$ cat config.mk
export PLATFORM = sky130hd
export DESIGN_NAME = decoding_graph_context
export DESIGN_NICKNAME = d
export VERILOG_FILES = /design/src/graph_ctx_pkg.sv /design/src/context_sequencer.sv /design/src/layer_address_map.sv /design/src/vertical_link_scheduler.sv /design/src/layer_descriptor_builder.sv /design/src/decoding_graph_context.sv
export SDC_FILE = /design/constraint.sdc
export NUM_CORES = 1
export LEC_CHECK = 0
export ABC_AREA = 0
export BUFFER_PORTS_ARGS = -buffer_cell sky130_fd_sc_hd__buf_2
export CAP_MARGIN = 20
export CORE_MARGIN = 1.5
export CORE_UTILIZATION = 40
export CTS_BUF_LIST = sky130_fd_sc_hd__clkbuf_8 sky130_fd_sc_hd__clkbuf_16
export CTS_CLUSTER_SIZE = 30
export DETAILED_ROUTE_END_ITERATION = 10
export PLACE_DENSITY = 0.95
export SYNTH_ARGS = -nofsm -noshare
export SYNTH_HDL_FRONTEND = slang
export SYNTH_SLANG_ARGS = --single-unit
$ cat constraint.sdc
create_clock -name clk -period 2.8 [get_ports clk]
set_input_delay 0 -clock clk [delete_from_list [all_inputs] [get_ports clk]]
set_output_delay 0 -clock clk [all_outputs]
set_load 0.02 [all_outputs]
$ cat src/graph_ctx_pkg.sv
`default_nettype none

package graph_ctx_pkg;

    // graph size in x, z and rounds
    localparam int GRID_WIDTH_X = 4;
    localparam int GRID_WIDTH_Z = 2;
    localparam int GRID_WIDTH_U = 8;

    localparam int NUM_CONTEXTS = 4;  // time slices per pass
    localparam int NUM_FPGAS = 5;     // boards in the chain

    // rounds held per context, rounded up
    localparam int PHYSICAL_LAYERS = (GRID_WIDTH_U % NUM_CONTEXTS == 0) ?
        (GRID_WIDTH_U / NUM_CONTEXTS) : (GRID_WIDTH_U / NUM_CONTEXTS + 1);
    localparam int PU_PER_LAYER = GRID_WIDTH_X * GRID_WIDTH_Z;
    localparam int PU_COUNT = PU_PER_LAYER * PHYSICAL_LAYERS;

    localparam int X_BITS = $clog2(GRID_WIDTH_X);
    localparam int Z_BITS = $clog2(GRID_WIDTH_Z);
    localparam int U_BITS = $clog2(GRID_WIDTH_U);
    localparam int FPGA_BITS = $clog2(NUM_FPGAS);
    localparam int CTX_BITS = $clog2(NUM_CONTEXTS) + 1;  // one bit of headroom

    localparam logic [CTX_BITS-1:0] LAST_CONTEXT = CTX_BITS'(NUM_CONTEXTS - 1);

    typedef enum logic [2:0] {
        STAGE_IDLE                = 3'd0,
        STAGE_MEASUREMENT_LOADING = 3'd1,
        STAGE_GROW                = 3'd2,
        STAGE_MERGE               = 3'd3,
        STAGE_PEEL                = 3'd4,
        STAGE_WRITE_TO_MEM        = 3'd5
    } stage_e;

    // encoding seen by the links
    typedef enum logic [1:0] {
        LINK_INTERNAL   = 2'b00,
        LINK_BOUNDARY   = 2'b01,
        LINK_ABSENT     = 2'b10,
        LINK_CROSS_FPGA = 2'b11
    } link_type_e;

    typedef struct packed {
        logic                 valid;
        logic [FPGA_BITS-1:0] fpga_id;
        logic [U_BITS-1:0]    u;      // round coordinate
        logic [X_BITS-1:0]    x;
        logic [Z_BITS-1:0]    z;
    } pu_address_t;

    typedef struct packed {
        logic [CTX_BITS-1:0] current;
        logic [CTX_BITS-1:0] delayed;  // current, one cycle late
    } ctx_state_t;

    typedef struct packed {
        link_type_e bottom_type;
        link_type_e top_type;
        link_type_e north_cut_type;
        link_type_e south_cut_type;
        logic       bottom_do_not_store;
        logic       top_do_not_store;
    } link_state_t;

endpackage

`default_nettype wire

$ cat src/context_sequencer.sv
`default_nettype none

module context_sequencer (
    input  wire                       clk,
    input  wire                       reset,
    input  graph_ctx_pkg::stage_e     global_stage_i,
    output graph_ctx_pkg::ctx_state_t ctx_o
);

    graph_ctx_pkg::ctx_state_t ctx_q;
    logic                      advance;

    // one step per write-to-memory stage
    assign advance = (global_stage_i == graph_ctx_pkg::STAGE_WRITE_TO_MEM);

    always_ff @(posedge clk) begin
        if (reset) begin
            ctx_q.current <= '0;
        end else if (advance) begin
            if (ctx_q.current == graph_ctx_pkg::LAST_CONTEXT) begin
                ctx_q.current <= '0;  // wrap, next pass
            end else begin
                ctx_q.current <= ctx_q.current + 1'b1;
            end
        end
    end

    // the delayed copy lets the vertical link types settle in the graph
    // one cycle before the unit addresses move to the new slice
    always_ff @(posedge clk) begin
        if (reset) begin
            ctx_q.delayed <= '0;
        end else begin
            ctx_q.delayed <= ctx_q.current;
        end
    end

    assign ctx_o = ctx_q;

endmodule

`default_nettype wire

$ cat src/layer_address_map.sv
`default_nettype none

module layer_address_map (
    input  graph_ctx_pkg::ctx_state_t               ctx_i,
    input  wire [graph_ctx_pkg::FPGA_BITS-1:0]      fpga_id_i,
    output graph_ctx_pkg::pu_address_t              pu_address_o [graph_ctx_pkg::PU_COUNT]
);

    logic                             odd_ctx;
    logic [graph_ctx_pkg::U_BITS-1:0] base_u;

    // snake order, odd slices run backward in u
    assign odd_ctx = ctx_i.delayed[0];

    // first round covered by this slice
    assign base_u = graph_ctx_pkg::U_BITS'(ctx_i.delayed) *
                    graph_ctx_pkg::U_BITS'(graph_ctx_pkg::PHYSICAL_LAYERS);

    for (genvar layer = 0; layer < graph_ctx_pkg::PHYSICAL_LAYERS; layer++) begin : g_layer
        logic [graph_ctx_pkg::U_BITS-1:0] layer_u;  // offset inside the slice

        assign layer_u = odd_ctx ?
            graph_ctx_pkg::U_BITS'(graph_ctx_pkg::PHYSICAL_LAYERS - 1 - layer) :
            graph_ctx_pkg::U_BITS'(layer);

        for (genvar x = 0; x < graph_ctx_pkg::GRID_WIDTH_X; x++) begin : g_x
            for (genvar z = 0; z < graph_ctx_pkg::GRID_WIDTH_Z; z++) begin : g_z
                // unit index is layer-major, then x, then z
                assign pu_address_o[layer * graph_ctx_pkg::PU_PER_LAYER
                                    + x * graph_ctx_pkg::GRID_WIDTH_Z + z] = '{
                    valid:   1'b1,
                    fpga_id: fpga_id_i,
                    u:       base_u + layer_u,
                    x:       graph_ctx_pkg::X_BITS'(x),
                    z:       graph_ctx_pkg::Z_BITS'(z)
                };
            end
        end
    end

endmodule

`default_nettype wire

$ cat src/vertical_link_scheduler.sv
`default_nettype none

module vertical_link_scheduler (
    input  graph_ctx_pkg::ctx_state_t  ctx_i,
    input  wire [1:0]                  border_continuous_i,
    output graph_ctx_pkg::link_state_t link_state_o
);

    logic first_ctx;
    logic last_ctx;
    logic delayed_last;
    logic delayed_odd;

    // link types track the current context, so the graph sees them
    // before the addresses (delayed context) change
    assign first_ctx = (ctx_i.current == '0);
    assign last_ctx  = (ctx_i.current == graph_ctx_pkg::LAST_CONTEXT);

    assign delayed_last = (ctx_i.delayed == graph_ctx_pkg::LAST_CONTEXT);
    assign delayed_odd  = ctx_i.delayed[0];

    always_comb begin
        // bottom of the first slice touches the time boundary
        if (first_ctx) begin
            link_state_o.bottom_type = graph_ctx_pkg::LINK_BOUNDARY;
        end else begin
            link_state_o.bottom_type = graph_ctx_pkg::LINK_INTERNAL;
        end

        // nothing above the last slice
        if (last_ctx) begin
            link_state_o.top_type = graph_ctx_pkg::LINK_ABSENT;
        end else begin
            link_state_o.top_type = graph_ctx_pkg::LINK_INTERNAL;
        end

        // border cuts, continuous border means a neighbor board
        link_state_o.north_cut_type = border_continuous_i[0] ?
            graph_ctx_pkg::LINK_CROSS_FPGA : graph_ctx_pkg::LINK_ABSENT;
        link_state_o.south_cut_type = border_continuous_i[1] ?
            graph_ctx_pkg::LINK_CROSS_FPGA : graph_ctx_pkg::LINK_ABSENT;

        // support units hold the side of the slice that the next
        // context reuses, the other side must not be overwritten
        link_state_o.top_do_not_store    = !delayed_odd && !delayed_last;
        link_state_o.bottom_do_not_store = delayed_odd && !delayed_last;
    end

endmodule

`default_nettype wire

$ cat src/layer_descriptor_builder.sv
`default_nettype none

module layer_descriptor_builder (
    input  wire                        clk,
    input  wire                        reset,
    input  graph_ctx_pkg::ctx_state_t  ctx_i,
    input  graph_ctx_pkg::pu_address_t pu_address_i [graph_ctx_pkg::PU_COUNT],
    input  graph_ctx_pkg::link_state_t link_state_i,
    output graph_ctx_pkg::pu_address_t pu_address_o [graph_ctx_pkg::PU_COUNT],
    output graph_ctx_pkg::link_state_t link_state_o,
    output logic                       context_ready_o,
    output logic                       round_done_o
);

    graph_ctx_pkg::pu_address_t       pu_address_q [graph_ctx_pkg::PU_COUNT];
    graph_ctx_pkg::link_state_t       link_state_q;
    logic [graph_ctx_pkg::CTX_BITS-1:0] addr_ctx_q;  // slice held in pu_address_q
    logic                             loaded_q;
    logic                             match_q;
    logic                             round_done_q;

    // snapshots, refreshed every cycle
    always_ff @(posedge clk) begin
        if (reset) begin
            pu_address_q <= '{default: '0};  // valid bits low
            link_state_q <= '0;
        end else begin
            pu_address_q <= pu_address_i;
            link_state_q <= link_state_i;
        end
    end

    always_ff @(posedge clk) begin
        if (reset) begin
            addr_ctx_q   <= '0;
            loaded_q     <= 1'b0;
            match_q      <= 1'b0;
            round_done_q <= 1'b0;
        end else begin
            addr_ctx_q <= ctx_i.delayed;
            loaded_q   <= 1'b1;  // first snapshot taken
            // addresses taken at this edge belong to the counter value
            match_q    <= (ctx_i.delayed == ctx_i.current);
            // last slice handed over to slice 0, one pass complete
            round_done_q <= loaded_q
                            && (addr_ctx_q == graph_ctx_pkg::LAST_CONTEXT)
                            && (ctx_i.delayed == '0);
        end
    end

    assign pu_address_o    = pu_address_q;
    assign link_state_o    = link_state_q;
    assign context_ready_o = loaded_q & match_q;
    assign round_done_o    = round_done_q;  // one cycle wide

endmodule

`default_nettype wire

$ cat src/decoding_graph_context.sv
`default_nettype none

module decoding_graph_context (
    input  wire                                clk,
    input  wire                                reset,
    input  graph_ctx_pkg::stage_e              global_stage_i,
    input  wire [graph_ctx_pkg::FPGA_BITS-1:0] fpga_id_i,
    input  wire [1:0]                          border_continuous_i,
    output graph_ctx_pkg::pu_address_t         pu_address_o [graph_ctx_pkg::PU_COUNT],
    output graph_ctx_pkg::link_state_t         link_state_o,
    output logic                               context_ready_o,
    output logic                               round_done_o
);

    graph_ctx_pkg::ctx_state_t  ctx;
    graph_ctx_pkg::pu_address_t pu_address [graph_ctx_pkg::PU_COUNT];
    graph_ctx_pkg::link_state_t link_state;

    context_sequencer u_sequencer (
        .clk            (clk),
        .reset          (reset),
        .global_stage_i (global_stage_i),
        .ctx_o          (ctx)
    );

    // address map and link scheduler both work from the same context
    layer_address_map u_address_map (
        .ctx_i        (ctx),
        .fpga_id_i    (fpga_id_i),
        .pu_address_o (pu_address)
    );

    vertical_link_scheduler u_link_scheduler (
        .ctx_i               (ctx),
        .border_continuous_i (border_continuous_i),
        .link_state_o        (link_state)
    );

    layer_descriptor_builder u_builder (
        .clk             (clk),
        .reset           (reset),
        .ctx_i           (ctx),
        .pu_address_i    (pu_address),
        .link_state_i    (link_state),
        .pu_address_o    (pu_address_o),
        .link_state_o    (link_state_o),
        .context_ready_o (context_ready_o),
        .round_done_o    (round_done_o)
    );

endmodule

`default_nettype wire

Yosys cells after proc, flatten, opt, wreduce, memory -nomap -nowiden
Cells that the tools add are included.
{"block": "totals", "out_inout_bits": 172, "ff_bits": 95}
{"block": "classes", "n_mux": 9, "bitwise_logic": 1, "addsub": 3, "n_reduce_logical": 8, "n_eq_ne": 5}
{"op": "$mux 160", "n": 1}
{"op": "$eq 3x2->1 const B", "n": 3}
{"op": "$add 3x3->3", "n": 2}
{"op": "$logic_not 3->1", "n": 2}
{"op": "$mux 1", "n": 6}
{"op": "$logic_and 1x1->1", "n": 4}
{"op": "$add 3x1->3 const B", "n": 1}
{"op": "$eq 3x3->1", "n": 1}
{"op": "$eq 3x3->1 const B", "n": 1}
{"op": "$mux 3", "n": 1}
{"op": "$logic_not 1->1", "n": 2}
{"op": "$mux 2", "n": 1}
{"op": "$and 1x1->1", "n": 1}

Longest topological paths before layout
{"block": "depth", "depth_word": 3, "ltp_mapped": 4, "mapped_depth_nobuf": 4}

Cells and area by module
A second synthesis with hierarchy kept.
{"block": "unflattened", "hier_cells": 576, "hier_area_um2": 6291.0}
{"mod": "layer_descriptor_builder", "area_each_um2": 4764.6, "n_inst": 1, "cells_per_inst": 377}
{"mod": "layer_address_map", "area_each_um2": 1204.9, "n_inst": 1, "cells_per_inst": 162}
{"mod": "context_sequencer", "area_each_um2": 224.0, "n_inst": 1, "cells_per_inst": 21}
{"mod": "vertical_link_scheduler", "area_each_um2": 97.6, "n_inst": 1, "cells_per_inst": 16}

Worst setup path before layout
Ideal clock, no wire load.
{"block": "synth_timing", "path_kind": "register to register", "from": "register, netlist name u_builder.pu_address_o[11]", "to": "register u_builder.round_done_q (netlist: u_builder.round_done_o)", "period_less_slack_ps": 1518, "path_stages_with_launch": 3, "setup_time_ps": 63, "arrival_time_ps": 1456, "path_buffers": 0, "slack_ps": 1282, "cell_sequence": "dfxtp_1 > nor4bb_1 > and4_1"}
{"item": "end signal: assignment", "line": "layer_descriptor_builder.sv:45", "source": "round_done_q <= loaded_q"}
{"item": "end: declaration", "line": "layer_descriptor_builder.sv:20", "source": "logic round_done_q;"}

==> flow_summary.yaml <==
run_status:
  status: "completed"
place:
  place_area_sq_um: 1660
  place_congestion: 0.704
  dp_slack_ns: 1.75
  place_inst: 298
  portBuffers: 155
  hpwl_microns: 2180
synth:
  ys_ff_latch: 23
  synthAdderAreaFrac_pct: 1.29
  synthArstFlopShare_pct: 0
  synth.area.top_cells: "buf_4 (62%), dfxtp_1 (24%), nor2b_1 (1.9%)"
  synth_top_area_share_pct: 61.7
  yosys_most_used_dff: "dfxtp_1"
  ys_warn_count: 0
  postSynthCellCount: 224
  synth_area_sq_um: 1930
  synth-xor-area-share_pct: 1.36
  synthMuxAreaShare_pct: 0
  synth_compound_area_share_pct: 1.29
  synth-simple-area-share_pct: 8.41
  postSynthAreaPerCell_sq_um: 8.64
  yosysTopAreaCell: "buf_4"
  synth_top_family_by_area: "buffers and inverters"
  ys_seq_area_share_pct: 23.8
  synthDistinctLibCells: 22
  synth_edf_count: 0
cells_and_area:
  instances_no_fill: 307
  nets: 266
  diodes: 0
  layout_common_cells: "buf_2 (155), conb_1 (26), dfxtp_1 (23)"
  drive_gt1_share_pct: 64.4
  fin_area_sq_um: 1760
  syn2layout_area_growth_pct: -8.93
  fin_util_pct: 37.5
  layout_commonest_cell: "buf_2"
routing:
  num_vias: 1107
  drc: 0
  antenna_left: 0
  routedWlPerCell_microns: 9.31
  via_per_inst: 3.61
  wirelength_microns: 2860
  drtIter0Drc: 10
  drt-pass1-iter-count: 5
worst_setup_path:
  start_kind: "flip-flop"
  worstPathArrival_ns: 1.22
  crit_fanout: 25
  cp_cell_sequence: "buf_2"
  critPathBufInv: 1
  worst_setup_path_end_kind: "output pin"
  cpMaxStageDelayCell: "dfxtp_1"
  setup.worst_path.class: "reg -> out"
  slowest_delay_ns: 0.68
  crit_required_ns: 2.80
  cpLargestDelayFamily: "flip-flops"
clock_network:
  cts_buffers: 3
  cts_tree: "yes"
  cts_resized: 0
  cts_setup_buffers: 0
  clkTransAtPathRegs_ns: 0.08
  cts-hold-fix-buffers: 5
  cts.path.max_buffers: 2
  worstSkewPairLatency_ns: 0.26
  cts_htree_levels: 1
  root_buffer: "clkbuf_8"
  cts.sinks: 23
timing:
  final_max_slew_viol_count: 0
  worst_slew_pin_slew_ns: 0.561
  fin_tns_setup_ns: 0
  rsz0062_at_grt: "no"
  setup_viol: 0
  period_minus_slack_ns: 1.22
  hold_violations: 0
  setup_ws_ns: 1.58
  fmax_mhz: 819
  fin_skew_ns: 0.00165
  relSlewSlack_pct: 62.5
  period_share_pct: 43.6
floorplan:
  fp-row-count: 25
  floorplan.initialDensity_pct: 41.2
  core_area_sq_um: 4690
  die_w_microns: 72.5
  ioPinCount: 182
  die-area_sq_um: 5260
  fp.dieH_microns: 72.5
power:
  ir_drop_mv: 0.312
  p_per_area_nw_per_um2: 467
  leakage_nw: 1.16
global_routing:
  grt_pass1_vias: 738
  antenna_found_initial: 0
  grt_usage_pct: 8.65
  grt_overflow: 0
  grt_max_degree: 41
  grt_pass1_wl_microns: 3520
job:
  drv_cap: 0
min_path:
  min-delay-path-class: "in -> reg"
## layer usage
| metal | part of all wire (%) | global-route usage [%] |
|---|---|---|
| met5 | 0 | 0 |
| met2 | 53 | 15.5 |
| met4 | 0 | 1.26 |
| met1 | 39 | 9.92 |
| met3 | 7.4 | 3.33 |
## kinds of logic after synthesis
kind of cell,after synthesis
buf+inv,165
simple gates,26
xor+xnor,3
fa+ha+maj,2
flops,23
other cells,1
compound gates,4
## cells in the mapped netlist, types with 2 or more instances
cell type	n
ha_1	2
xor2_1	3
dfxtp_1	23
inv_1	4
buf_4	159
a21boi_0	2
nor2b_2	2
nor2_1	6
nand2_1	2
nor2b_1	6
a21oi_1	2
buf_6	2
nand3_1	2
## worst paths after layout
| path | endpoint | from | slack [ns] | depth (start not counted) |
|---|---|---|---|---|
| setup / recovery | pu_address_o[24] | u_builder.addr_ctx_q[0] | 1.58 | 1 |
| hold / removal | u_sequencer.ctx_o[4] | global_stage_i[2] | 0.07 | 4 |
| setup reg to reg | u_builder.round_done_o | u_builder.addr_ctx_q[1] | 1.74 | 2 |
| hold reg to reg | u_builder.link_state_o[0] | u_sequencer.ctx_o[0] | 0.48 | 1 |
## through the flow
stage               hold WS (ns)  power (mW)
finish                    0.0730       0.823
global route              0.0996       0.872
CTS                       0.0695       0.835
detailed placement         0.213       0.617
global placement           0.210       0.614
floorplan                  0.128       0.664
## where the power goes
part	internal (mW)	total (mW)	leakage (nW)	switching, mW
combinational	0.0733	0.262	0.946	0.188
sequential	0.339	0.352	0.189	0.0132
clock	0.101	0.210	0.0217	0.109
## state kept, by name, summed over array words and instances, names as in the netlist
signal                  flops
u_builder.round_done_o      1
u_builder.addr_ctx_q        3
u_sequencer.ctx_o           6
u_builder.link_state_o      7
u_builder.match_q           1
u_builder.pu_address_o      5
## final cells by class
cell class / instances / area, sq um
inverter: 4 / 15.0
tap: 54 / 67.6
clock inverter: 1 / 7.51
sequential: 23 / 460
multi-input combinational: 61 / 337
fill: 467 / 2930
clock buffer: 3 / 41.3
timing repair buffer: 161 / 833
## worst reg2reg max path: stages (launching register included)
cell	delay [ns]
dfxtp_1	0.56
nor4bb_1	0.24
and4_1	0.21
Power figures use the tool's default switching activity.
